==> config.mk <==
export PLATFORM = sky130hd
export DESIGN_NAME = tile_dot_top
export DESIGN_NICKNAME = d
export VERILOG_FILES = /design/src/design/array_pkg.sv /design/src/design/dram_pkg.sv /design/src/design/tile_dot_top.sv /design/src/design/dot_accumulator.sv /design/src/design/weight_row_packer.sv /design/src/design/feature_row_packer.sv /design/src/design/beat_sink.sv
export SDC_FILE = /design/constraint.sdc
export NUM_CORES = 2
export LEC_CHECK = 0
export ABC_AREA = 1
export BUFFER_PORTS_ARGS = -buffer_cell sky130_fd_sc_hd__buf_2
export CAP_MARGIN = 20
export CORE_UTILIZATION = 59
export DETAILED_ROUTE_END_ITERATION = 8
export PLACE_DENSITY = 0.81
export SLEW_MARGIN = 5
export SYNTH_ARGS = -nofsm -noshare
export SYNTH_HDL_FRONTEND = slang
export SYNTH_SLANG_ARGS = --single-unit
==> constraint.sdc <==
create_clock -name clk_i -period 6.56 [get_ports clk_i]
set_input_delay 1.312 -clock clk_i [delete_from_list [all_inputs] [get_ports clk_i]]
set_output_delay 1.312 -clock clk_i [all_outputs]
set_load 0.05 [all_outputs]
==> src/design/array_pkg.sv <==
package array_pkg;

    //////////////////////////////////////////////////
    // compute core number formats
    //////////////////////////////////////////////////

    // integer part of a lane
    localparam int LANE_WIDTH = 8;

    typedef logic signed [LANE_WIDTH-1:0] lane_t;

    // full precision lane product
    typedef logic signed [2*LANE_WIDTH-1:0] prod_t;

    // tile accumulator, wide enough for 255 rows of 16 lanes
    localparam int ACC_WIDTH = 32;

    typedef logic signed [ACC_WIDTH-1:0] acc_t;

    // scaled and saturated tile result
    localparam int RESULT_WIDTH = 16;

    typedef logic signed [RESULT_WIDTH-1:0] result_t;

endpackage

==> src/design/dram_pkg.sv <==
package dram_pkg;

    //////////////////////////////////////////////////
    // beat geometry
    //////////////////////////////////////////////////

    localparam int BEAT_WIDTH     = 32;
    localparam int LANES_PER_BEAT = 4;
    localparam int BEAT_LANE_BITS = BEAT_WIDTH / LANES_PER_BEAT;

    // tile header fields
    localparam int ROW_COUNT_WIDTH = 8;
    localparam int SHIFT_WIDTH     = 4;

    // named signed type so a lane select stays signed
    typedef logic signed [BEAT_LANE_BITS-1:0] beat_lane_t;

    // same word seen as a tile header or as four data lanes
    // lane 0 sits in the low byte
    typedef union packed {
        beat_lane_t [LANES_PER_BEAT-1:0] lanes;
        struct packed {
            logic [BEAT_WIDTH-ROW_COUNT_WIDTH-SHIFT_WIDTH-1:0] reserved;
            logic [SHIFT_WIDTH-1:0]                            frac_shift;
            logic [ROW_COUNT_WIDTH-1:0]                        row_count;
        } hdr;
    } beat_u;

endpackage
==> src/design/tile_dot_top.sv <==
`timescale 1ns/1ps

module tile_dot_top #(
    parameter  int ROW_BEATS = 4,
    localparam int ROW_LANES = ROW_BEATS * dram_pkg::LANES_PER_BEAT
) (
    input  logic                           clk_i,
    input  logic                           rd_weight_rst,
    input  logic                           feat_req_i,
    input  logic [dram_pkg::BEAT_WIDTH-1:0] feat_data_i,
    output logic                           feat_ack_o,
    input  logic                           wgt_req_i,
    input  logic [dram_pkg::BEAT_WIDTH-1:0] wgt_data_i,
    output logic                           wgt_ack_o,
    output logic                           res_req_o,
    output array_pkg::result_t             res_data_o,
    input  logic                           res_ack_i
);

    array_pkg::lane_t                     feat_row [ROW_LANES];
    array_pkg::lane_t                     wgt_row [ROW_LANES];
    logic                                 feat_row_valid;
    logic                                 wgt_row_valid;
    logic                                 row_take;
    logic [dram_pkg::ROW_COUNT_WIDTH-1:0] row_count;
    logic [dram_pkg::SHIFT_WIDTH-1:0]     frac_shift;

    //////////////////////////////////////////////////
    // load path
    //////////////////////////////////////////////////

    feature_row_packer #(
        .ROW_BEATS(ROW_BEATS)
    ) feat_packer_inst (
        .clk_i        (clk_i),
        .rd_weight_rst(rd_weight_rst),
        .req_i        (feat_req_i),
        .data_i       (feat_data_i),
        .ack_o        (feat_ack_o),
        .row_take_i   (row_take),
        .row_o        (feat_row),
        .row_valid_o  (feat_row_valid),
        .row_count_o  (row_count),
        .frac_shift_o (frac_shift)
    );

    weight_row_packer #(
        .ROW_BEATS(ROW_BEATS)
    ) wgt_packer_inst (
        .clk_i        (clk_i),
        .rd_weight_rst(rd_weight_rst),
        .req_i        (wgt_req_i),
        .data_i       (wgt_data_i),
        .ack_o        (wgt_ack_o),
        .row_take_i   (row_take),
        .row_o        (wgt_row),
        .row_valid_o  (wgt_row_valid)
    );

    // compute core, one take pulse feeds both packers
    dot_accumulator #(
        .ROW_BEATS(ROW_BEATS)
    ) dot_acc_inst (
        .clk_i        (clk_i),
        .rd_weight_rst(rd_weight_rst),
        .feat_row_i   (feat_row),
        .wgt_row_i    (wgt_row),
        .feat_valid_i (feat_row_valid),
        .wgt_valid_i  (wgt_row_valid),
        .row_count_i  (row_count),
        .frac_shift_i (frac_shift),
        .row_take_o   (row_take),
        .res_req_o    (res_req_o),
        .res_data_o   (res_data_o),
        .res_ack_i    (res_ack_i)
    );

endmodule

==> src/design/dot_accumulator.sv <==
`timescale 1ns/1ps

module dot_accumulator #(
    parameter  int ROW_BEATS = 4,
    localparam int ROW_LANES = ROW_BEATS * dram_pkg::LANES_PER_BEAT
) (
    input  logic                                 clk_i,
    input  logic                                 rd_weight_rst,
    input  array_pkg::lane_t                     feat_row_i [ROW_LANES],
    input  array_pkg::lane_t                     wgt_row_i [ROW_LANES],
    input  logic                                 feat_valid_i,
    input  logic                                 wgt_valid_i,
    input  logic [dram_pkg::ROW_COUNT_WIDTH-1:0] row_count_i,
    input  logic [dram_pkg::SHIFT_WIDTH-1:0]     frac_shift_i,
    output logic                                 row_take_o,
    output logic                                 res_req_o,
    output array_pkg::result_t                   res_data_o,
    input  logic                                 res_ack_i
);

    // result handshake states
    localparam logic [1:0] RES_IDLE  = 2'd0;
    localparam logic [1:0] RES_OFFER = 2'd1;
    localparam logic [1:0] RES_DRAIN = 2'd2;

    localparam array_pkg::acc_t RES_MAX =
        (array_pkg::acc_t'(1) <<< (array_pkg::RESULT_WIDTH - 1)) - 1;
    localparam array_pkg::acc_t RES_MIN =
        -(array_pkg::acc_t'(1) <<< (array_pkg::RESULT_WIDTH - 1));

    logic [dram_pkg::ROW_COUNT_WIDTH-1:0] take_cnt_q;
    logic [dram_pkg::SHIFT_WIDTH-1:0]     shift_q;
    logic                                 last_row;
    logic                                 closing_q;
    logic                                 s1_valid_q;
    logic                                 s1_last_q;
    logic                                 s2_last_q;
    logic                                 s3_last_q;
    logic [1:0]                           res_state_q;
    array_pkg::prod_t                     prod_q [ROW_LANES];
    array_pkg::acc_t                      row_sum;
    array_pkg::acc_t                      acc_q;
    array_pkg::acc_t                      shifted_q;
    array_pkg::result_t                   saturated;

    // closing_q blocks the next tile until its result is handed off
    assign row_take_o = feat_valid_i && wgt_valid_i && !closing_q;
    assign last_row   = (take_cnt_q == row_count_i - 1'b1);
    assign res_req_o  = (res_state_q == RES_OFFER);

    always_comb begin
        row_sum = '0;
        for (int i = 0; i < ROW_LANES; i++) begin
            row_sum = row_sum + array_pkg::acc_t'(prod_q[i]);
        end
    end

    // clamp to the 16-bit result range
    always_comb begin
        if (shifted_q > RES_MAX) begin
            saturated = array_pkg::result_t'(RES_MAX);
        end else if (shifted_q < RES_MIN) begin
            saturated = array_pkg::result_t'(RES_MIN);
        end else begin
            saturated = array_pkg::result_t'(shifted_q);
        end
    end

    //////////////////////////////////////////////////
    // pipeline control and tile accumulator
    //////////////////////////////////////////////////

    always_ff @(posedge clk_i) begin
        if (rd_weight_rst) begin
            take_cnt_q  <= '0;
            closing_q   <= 1'b0;
            s1_valid_q  <= 1'b0;
            s1_last_q   <= 1'b0;
            s2_last_q   <= 1'b0;
            s3_last_q   <= 1'b0;
            acc_q       <= '0;
            res_state_q <= RES_IDLE;
        end else begin
            s1_valid_q <= row_take_o;
            s1_last_q  <= row_take_o && last_row;
            s2_last_q  <= s1_last_q;
            s3_last_q  <= s2_last_q;
            if (row_take_o && last_row) begin
                take_cnt_q <= '0;
                closing_q  <= 1'b1;
            end else if (row_take_o) begin
                take_cnt_q <= take_cnt_q + 1'b1;
            end
            if (s1_valid_q) begin
                acc_q <= acc_q + row_sum;
            end
            case (res_state_q)
                RES_IDLE: begin
                    if (s3_last_q) begin
                        res_state_q <= RES_OFFER;
                    end
                end
                RES_OFFER: begin
                    if (res_ack_i) begin
                        res_state_q <= RES_DRAIN;
                        acc_q       <= '0;
                    end
                end
                default: begin
                    if (!res_ack_i) begin
                        res_state_q <= RES_IDLE;
                        closing_q   <= 1'b0;
                    end
                end
            endcase
        end
    end

    // products, tile shift and result word
    always_ff @(posedge clk_i) begin
        for (int i = 0; i < ROW_LANES; i++) begin
            prod_q[i] <= feat_row_i[i] * wgt_row_i[i];
        end
        if (row_take_o && last_row) begin
            shift_q <= frac_shift_i;
        end
        if (s2_last_q) begin
            shifted_q <= acc_q >>> shift_q;
        end
        if (s3_last_q) begin
            res_data_o <= saturated;
        end
    end

endmodule

==> src/design/weight_row_packer.sv <==
`timescale 1ns/1ps

module weight_row_packer #(
    parameter  int ROW_BEATS = 4,
    localparam int ROW_LANES = ROW_BEATS * dram_pkg::LANES_PER_BEAT,
    localparam int CNT_W     = $clog2(ROW_BEATS)
) (
    input  logic             clk_i,
    input  logic             rd_weight_rst,
    input  logic             req_i,
    input  dram_pkg::beat_u  data_i,
    output logic             ack_o,
    input  logic             row_take_i,
    output array_pkg::lane_t row_o [ROW_LANES],
    output logic             row_valid_o
);

    // lanes before the last beat of a row
    localparam int STAGE_LANES = ROW_LANES - dram_pkg::LANES_PER_BEAT;

    dram_pkg::beat_u  beat;
    logic             beat_valid;
    logic [CNT_W-1:0] beat_cnt_q;
    logic             row_full;
    array_pkg::lane_t stage_q [STAGE_LANES];

    beat_sink wgt_sink_inst (
        .clk_i        (clk_i),
        .rd_weight_rst(rd_weight_rst),
        .req_i        (req_i),
        .data_i       (data_i),
        .space_i      (!row_valid_o),
        .ack_o        (ack_o),
        .beat_o       (beat),
        .beat_valid_o (beat_valid)
    );

    assign row_full = beat_valid && (beat_cnt_q == CNT_W'(ROW_BEATS - 1));

    // staging row, filled beat by beat
    always_ff @(posedge clk_i) begin
        for (int b = 0; b < ROW_BEATS - 1; b++) begin
            for (int l = 0; l < dram_pkg::LANES_PER_BEAT; l++) begin
                if (beat_valid && beat_cnt_q == CNT_W'(b)) begin
                    stage_q[b*dram_pkg::LANES_PER_BEAT + l] <=
                        array_pkg::lane_t'(beat.lanes[l]);
                end
            end
        end
    end

    //////////////////////////////////////////////////
    // held weight row
    //////////////////////////////////////////////////

    always_ff @(posedge clk_i) begin
        if (rd_weight_rst) begin
            beat_cnt_q  <= '0;
            row_valid_o <= 1'b0;
            for (int i = 0; i < ROW_LANES; i++) begin
                row_o[i] <= '0;
            end
        end else begin
            if (row_take_i) begin
                row_valid_o <= 1'b0;
            end
            if (beat_valid) begin
                beat_cnt_q <= beat_cnt_q + 1'b1;
            end
            if (row_full) begin
                beat_cnt_q  <= '0;
                row_valid_o <= 1'b1;
                // last beat goes straight in, the rest from staging
                for (int i = 0; i < STAGE_LANES; i++) begin
                    row_o[i] <= stage_q[i];
                end
                for (int l = 0; l < dram_pkg::LANES_PER_BEAT; l++) begin
                    row_o[STAGE_LANES + l] <= array_pkg::lane_t'(beat.lanes[l]);
                end
            end
        end
    end

endmodule

==> src/design/feature_row_packer.sv <==
`timescale 1ns/1ps

module feature_row_packer #(
    parameter  int ROW_BEATS = 4,
    localparam int ROW_LANES = ROW_BEATS * dram_pkg::LANES_PER_BEAT,
    localparam int CNT_W     = $clog2(ROW_BEATS)
) (
    input  logic                                 clk_i,
    input  logic                                 rd_weight_rst,
    input  logic                                 req_i,
    input  dram_pkg::beat_u                      data_i,
    output logic                                 ack_o,
    input  logic                                 row_take_i,
    output array_pkg::lane_t                     row_o [ROW_LANES],
    output logic                                 row_valid_o,
    output logic [dram_pkg::ROW_COUNT_WIDTH-1:0] row_count_o,
    output logic [dram_pkg::SHIFT_WIDTH-1:0]     frac_shift_o
);

    dram_pkg::beat_u                      beat;
    logic                                 beat_valid;
    logic                                 hdr_mode_q;
    logic [CNT_W-1:0]                     beat_cnt_q;
    logic [dram_pkg::ROW_COUNT_WIDTH-1:0] rows_left_q;

    beat_sink feat_sink_inst (
        .clk_i        (clk_i),
        .rd_weight_rst(rd_weight_rst),
        .req_i        (req_i),
        .data_i       (data_i),
        .space_i      (!row_valid_o),
        .ack_o        (ack_o),
        .beat_o       (beat),
        .beat_valid_o (beat_valid)
    );

    //////////////////////////////////////////////////
    // header / data sequencing
    //////////////////////////////////////////////////

    always_ff @(posedge clk_i) begin
        if (rd_weight_rst) begin
            hdr_mode_q  <= 1'b1;
            beat_cnt_q  <= '0;
            rows_left_q <= '0;
            row_valid_o <= 1'b0;
        end else begin
            if (row_take_i) begin
                row_valid_o <= 1'b0;
                rows_left_q <= rows_left_q - 1'b1;
                // last row of the tile gone, next beat is a header
                if (rows_left_q == 1) begin
                    hdr_mode_q <= 1'b1;
                end
            end
            if (beat_valid && hdr_mode_q) begin
                hdr_mode_q  <= 1'b0;
                rows_left_q <= beat.hdr.row_count;
            end else if (beat_valid) begin
                beat_cnt_q <= beat_cnt_q + 1'b1;
                if (beat_cnt_q == CNT_W'(ROW_BEATS - 1)) begin
                    beat_cnt_q  <= '0;
                    row_valid_o <= 1'b1;
                end
            end
        end
    end

    // tile fields and row lanes
    always_ff @(posedge clk_i) begin
        if (beat_valid && hdr_mode_q) begin
            row_count_o  <= beat.hdr.row_count;
            frac_shift_o <= beat.hdr.frac_shift;
        end else if (beat_valid) begin
            for (int b = 0; b < ROW_BEATS; b++) begin
                if (beat_cnt_q == CNT_W'(b)) begin
                    for (int l = 0; l < dram_pkg::LANES_PER_BEAT; l++) begin
                        row_o[b*dram_pkg::LANES_PER_BEAT + l] <=
                            array_pkg::lane_t'(beat.lanes[l]);
                    end
                end
            end
        end
    end

endmodule

==> src/design/beat_sink.sv <==
`timescale 1ns/1ps

module beat_sink (
    input  logic            clk_i,
    input  logic            rd_weight_rst,
    input  logic            req_i,
    input  dram_pkg::beat_u data_i,
    input  logic            space_i,
    output logic            ack_o,
    output dram_pkg::beat_u beat_o,
    output logic            beat_valid_o
);

    // four-phase receiver states
    localparam logic SINK_IDLE = 1'b0;
    localparam logic SINK_HELD = 1'b1;

    logic state_q;
    logic accept;

    // only take a beat when the packer has room for it
    assign accept = (state_q == SINK_IDLE) && req_i && space_i;
    assign ack_o  = (state_q == SINK_HELD);

    always_ff @(posedge clk_i) begin
        if (rd_weight_rst) begin
            state_q      <= SINK_IDLE;
            beat_valid_o <= 1'b0;
        end else begin
            beat_valid_o <= accept;
            if (state_q == SINK_IDLE) begin
                if (accept) begin
                    state_q <= SINK_HELD;
                end
            end else if (!req_i) begin
                // sender has let go, return to idle
                state_q <= SINK_IDLE;
            end
        end
    end

    always_ff @(posedge clk_i) begin
        if (accept) begin
            beat_o <= data_i;
        end
    end

endmodule

### Word-level counts from Yosys, hierarchy flattened

Memory sizes are Yosys's and may differ from the RTL's. A register that Yosys moved wholly into a read port is not among the register bits.
Cells that the tools add are included.

| storage, ports and cells | value |
|---|---|
| bits in registers | 354 |
| memory bits (writable) | 352 |
| bits of input ports | 69 |
| output and inout port bits | 19 |
| word-level logic and storage cells | 200 |
| memories kept | 2 |

| cells by class | value |
|---|---|
| add/subtract/negate cells | 21 |
| $mul | 16 |
| order comparisons | 2 |
| equal/unequal tests | 12 |
| shift-type cells | 1 |
| multiplexer cells | 59 |
| bitwise operators | 3 |
| reduce and logical (&&, ||, !) cells | 39 |

Memories:

| name | words | width | rd ports | clocked after memory_dff | write ports | RTL line | text |
|---|---|---|---|---|---|---|---|
| dot_acc_inst.prod_q | 16 | 16 | 16 | 0 | 16 | dot_accumulator.sv:40 | `array_pkg::prod_t prod_q [ROW_LANES];` |
| wgt_packer_inst.stage_q | 12 | 8 | 12 | 12 | 4 | weight_row_packer.sv:25 | `array_pkg::lane_t stage_q [STAGE_LANES];` |

Operators with widths:

| operator | count |
|---|---|
| $add 32x16->32 | 13 |
| $mul 8x8->16 | 16 |
| $mux 32 | 3 |
| $mux 8 | 10 |
| $reduce_or 8->1 | 8 |
| $add 32x32->32 | 1 |
| $gt 32x16->1 const B | 1 |
| $lt 32x16->1 const B | 1 |
| $mux 1 | 32 |
| $mux 4 | 8 |
| $sshr 32x4->32 | 1 |
| $add 17x16->18 | 1 |
| $add 16x16->17 | 1 |
| $mux 16 | 1 |
| $sub 8x1->8 const B | 2 |
| $reduce_and 3->1 | 5 |
| $logic_and 1x1->1 | 12 |
| $add 8x1->8 const B | 1 |
| $eq 2x2->1 const B | 4 |
| $eq 8x1->1 const B | 1 |
| $eq 8x8->1 | 1 |
| $mux 2 | 4 |
| $eq 2x1->1 const B | 3 |
| $logic_not 2->1 | 3 |
| other kinds (9) | 20 |

### Longest topological paths before layout

| logic depth | value |
|---|---|
| depth in word-level cells | 19 |
| gate-level depth with buffers | 37 |
| depth with buffers taken out | 37 |

### Cells and area by module

A second synthesis with hierarchy kept.

| unflattened totals | value |
|---|---|
| cells, all modules | 8657 |
| area, all modules | 76333.2 um^2 |

By module, submodules not included:

| module | instances | cells an instance | area each (um^2) | seq. area each (um^2) |
|---|---|---|---|---|
| dot_accumulator | 1 | 7382 | 60884.6 | 7627.3 |
| weight_row_packer | 1 | 936 | 8364.3 | 5505.3 |
| feature_row_packer | 1 | 257 | 5017.3 | 4444.3 |
| beat_sink | 2 | 41 | 1033.5 | 1001.0 |

### Worst setup path after synthesis

OpenSTA, ideal clock, no wires.

| path | value |
|---|---|
| kind | reg-to-reg |
| from | mem dot_acc_inst.prod_q[2][1] in the netlist's numbering |
| to | reg dot_acc_inst.acc_q[28] |
| setup time | 0.109 ns |
| arrival | 6.506 ns |
| required time | 6.451 ns |
| setup slack | -0.055 ns |
| cell stages (with the launch flop) | 34 |
| buffers on the path | 0 |
| clock period less this slack | 6.615 ns |
| path through | dfxtp_1 inv_1 fa_1 inv_1 ha_1 inv_1 fa_1 inv_1 nand2_1 nand2_1 nand3_1 nand2_2 a21oi_1 o21ai_1 a21oi_1 xnor2_1 fa_1 fa_1 inv_1 fa_1 fa_1 inv_1 fa_1 fa_1 ha_1 a21oi_1 o21ai_1 a21oi_1 or2_1 nand3_1 nand2_1 nand3_1 nand2_1 inv_1 |

RTL lines:

| element | RTL line | text |
|---|---|---|
| start, declared | dot_accumulator.sv:40 |  |
| end signal, assigned | dot_accumulator.sv:95 | `acc_q <= acc_q + row_sum;` |
| end, declared | dot_accumulator.sv:42 | `array_pkg::acc_t acc_q;` |

==> out/metrics.yaml <==
finish:
  nets: 10000
  fillers: 9616
  drive_gt1_frac: 0.09365
  syn2layout_area_growth_pct: 9.279
  fin_area_um2: 81880
global_routing:
  grt_overflow: 0
  antenna_found_initial: 9
  grt_pass1_wl_um: 301400
  grt_pass1_vias: 55120
  grt_max_degree: 86
  gr-usage-all-layers: 0.3078
placement:
  hpwl_um: 155600
  routabilityCongestion: 0.9836
  post-place-ws_ns: -0.6403
  placed_area_um2: 77410
  port_buffers: 87
routing:
  ant_nets: 0
  drtIter0Drc: 4774
  via_count: 53100
  routedWlPerCell_um: 19.30
  drtPass1Iterations: 8
  routed_wl_um: 192100
  drc: 0
  viasPerCell: 5.335
sta:
  worst_slack_ns: -0.3502
  slew_viol_final: 0
  tns_ns: -4.349
  finClkSkew_ns: 0.04672
  whs_ns: 0.4197
  min_period_ns: 6.910
  setup_viol: 22
  rsz0062_at_grt: "yes"
  worst_slew_pin_slew_ns: 1.022
  finalHoldViolations: 0
  maxSlewHeadroom: 0.3187
  period_share: 1.053
  clock.fmax_mhz: 144.7
synthesis:
  synth_ff_type: "dfxtp_1"
  syn_avg_cell_area_um2: 9.143
  synth_cell_types: 60
  synth_area_um2: 74930
  syn_inst: 8195
  yosys.area.top_type: "fa_1"
  synth_fp_nets: 9982
  ys_ff_latch: 802
  synth_top_area_frac: 0.3177
  async_reset_ff_frac: 0
  synth-edff-count: 352
  ys.warnings.count: 0
  seq_area_frac_synth: 0.2613
  yosys-top-cells-area: "fa_1, edfxtp_1, dfxtp_1, inv_1, ha_1"
critical_path:
  ff2ff_path_depth: 34
  end_kind: "register"
  cpMaxStageDelayCell: "fa_1"
  slowest_delay_ns: 0.57
  r2r_start: "dot_acc_inst.prod_q[0][1]"
  start_kind: "register"
  worstPathArrival_ns: 7.48
  required_ns: 7.13
  crit_fanout: 3
  crit_end: "dot_acc_inst.acc_q[30]"
  r2r_end: "dot_acc_inst.acc_q[30]"
  worstSetupStartpoint: "dot_acc_inst.prod_q[0][1]"
  reg2reg_setup_slack_ns: -0.35
  critPathKind: "register to register"
floorplanning:
  initial_core_util: 0.5959
  core-area_um2: 125700
  design.die.area_um2: 128400
  ios: 88
  chipHeight_um: 358.4
  placementRows: 130
  die_x_um: 358.4
clocking:
  cts_sinks: 802
  numCtsBuffers: 85
  cts-root-buf: "clkbuf_16"
  clk_latency_ns: 0.71
  htreeDepth: 3
  clock_path_buffers: 3
  postCtsHoldBufs: 0
  cts_tree: "built"
  clk_pin_slew_worst_paths_ns: 0.06
worst_hold_path:
  hp-class: "register to register"
status:
  violations: "negative setup slack"
  status: "complete, but fails checks"
power:
  seq_power_share: 0.493
  leakagePower_nw: 41.18
  p_comb_frac: 0.041
  vdd_ir_drop_max_mv: 0.2964
  clkPwrFrac: 0.465
  power_mw: 10.97
  power_density_nw_per_um2: 134.0
  swShare: 0.2382
  p_int_mw: 8.357
  netSwitchingPower_mw: 2.613
run:
  drv_cap: 0
-- metrics by stage --
step	instances	util
after global routing	9937	0.6509
after global placement	9758	0.6155
after detailed placement	9759	0.6156
final	9953	0.6512
after CTS	9925	0.6446
after floorplan	8195	-
-- worst max-delay path, delay by kind of cell (launching register included) --
kind,cells,cell delay [ns]
buf+inv,8,0.42
fa+ha+maj,10,4.28
flops,1,0.32
xor+xnor,1,0.28
compound gates,7,0.92
simple gates,8,0.53
-- per-layer routing --
| layer | wire length, µm | vias to the layer above | global-route usage | share of wire |
|---|---|---|---|---|
| met3 | 18410 | 458 | 0.06635 | 0.096 |
| met2 | 88870 | 2324 | 0.4934 | 0.46 |
| li1 | - | 24280 | - | - |
| met1 | 75080 | 26030 | 0.4034 | 0.39 |
| met4 | 9733 | 8 | 0.1373 | 0.051 |
| met5 | 45 | - | 0 | 0.00023 |
-- Yosys cell counts (all sizes together) (8+ instances only) --
master and count:
inv 2169, nand2 1423, fa 1189, ha 529, dfxtp 450, nor2 414, edfxtp 352, o21ai 318
clkbuf 292, a21oi 270, xor2 172, xnor2 146, nand3 130, or2 115, buf 29, nor3 29
a21o 23, o2111ai 22, nand4 20, mux2i 15, o211ai 13, a211oi 9, a31oi 9, o21bai 9
nor4 8
-- layout make-up --
class	count	area, µm²	share of cell area
multi-input combinational	4901	47270	0.5774
sequential	802	19580	0.2392
inverter	2171	8163	0.09969
clock buffer	116	2399	0.02929
tap	1650	2064	0.02521
timing repair buffer	252	1792	0.02188
clock inverter	44	564.3	0.006892
antenna	17	42.54	0.0005195
-- power by group through the flow --
stage / registers, mW / logic [mW] / clock network (mW)
detailed placement: 5.51 / 0.395 / 0
global route: 5.40 / 0.501 / 5.33
global placement: 5.51 / 0.383 / 0
floorplan: 5.41 / 0.246 / 0
finish: 5.41 / 0.455 / 5.10
CTS: 5.40 / 0.424 / 5.15
-- cells in the final DEF (no fill, tap or decap), types with 15 or more instances in the layout --
| cell | synthesis | routed |
|---|---|---|
| a21oi_1 | 269 | 243 |
| nand2_4 | 1 | 22 |
| nand4_1 | 19 | 19 |
| buf_2 | 16 | 87 |
| xnor2_1 | 146 | 140 |
| nand2_1 | 1414 | 1369 |
| ha_1 | 529 | 501 |
| or2_2 | 110 | 110 |
| nand3_1 | 127 | 112 |
| mux2i_1 | 15 | 15 |
| fa_1 | 1189 | 1176 |
| a21o_1 | 23 | 23 |
| o2111ai_1 | 22 | 22 |
| nor2_4 | 1 | 24 |
| clkbuf_16 | 0 | 89 |
| nor2_1 | 401 | 368 |
| inv_2 | 9 | 40 |
| dfxtp_1 | 450 | 447 |
| nor2_2 | 12 | 22 |
| nand2_2 | 8 | 31 |
| diode_2 | 0 | 17 |
| xor2_1 | 170 | 167 |
| inv_1 | 2160 | 2124 |
| o21ai_0 | 255 | 244 |
| clkbuf_1 | 292 | 20 |
| buf_4 | 0 | 144 |
| a21oi_2 | 1 | 16 |
| edfxtp_1 | 352 | 352 |
| ha_4 | 0 | 25 |
| o21ai_1 | 61 | 62 |
| nor3_1 | 28 | 20 |
-- how the worst min path moves through the flow --
stage | cells after the start | to | slack (ns) | start
5_1_grt | 0 | dot_acc_inst.shift_q[3] | 0.44 | feat_packer_inst.frac_shift_o[3]
4_1_cts | 2 | dot_acc_inst.s2_last_q | 0.42 | dot_acc_inst.s1_last_q
3_3_place_gp | 2 | dot_acc_inst.s2_last_q | 0.40 | dot_acc_inst.s1_last_q
3_5_place_dp | 2 | dot_acc_inst.s2_last_q | 0.41 | dot_acc_inst.s1_last_q
6_report | 2 | dot_acc_inst.s2_last_q | 0.42 | dot_acc_inst.s1_last_q
2_1_floorplan | 2 | dot_acc_inst.s2_last_q | 0.39 | dot_acc_inst.s1_last_q
-- kinds of logic after synthesis --
logic type	synth area share
AOI/OAI and AO/OA	0.05133
and+or+nand+nor	0.1169
adders and majority gates	0.4060
buffers and inverters	0.1251
DFF	0.2613
muxes	0.002004
xor gates and xnor gates	0.03737
-- registers in the layout, indices dropped and copies added, names as in the netlist, 2 cells and up --
signal / cells
dot_acc_inst.acc_q: 32
dot_acc_inst.take_cnt_q: 8
dot_acc_inst.res_data_o: 16
feat_packer_inst.rows_left_q: 8
feat_packer_inst.row_o: 128
dot_acc_inst.res_state_q: 2
dot_acc_inst.prod_q: 256
wgt_packer_inst.wgt_sink_inst.beat_o: 32
wgt_packer_inst.beat_cnt_q: 2
feat_packer_inst.frac_shift_o: 4
feat_packer_inst.feat_sink_inst.beat_o: 32
wgt_packer_inst.stage_q: 96
feat_packer_inst.beat_cnt_q: 2
feat_packer_inst.row_count_o: 8
dot_acc_inst.shifted_q: 32
dot_acc_inst.shift_q: 4
wgt_packer_inst.row_o: 128
-- what timing repair did --
action	in CTS	in global routing
resized for setup	138	184
setup buffers	8	12
pin swaps	74	143
endpoints found under the setup margin	26	27
endpoints found under the hold margin	0	0
Note: power is estimated with default switching activity, not from simulation.
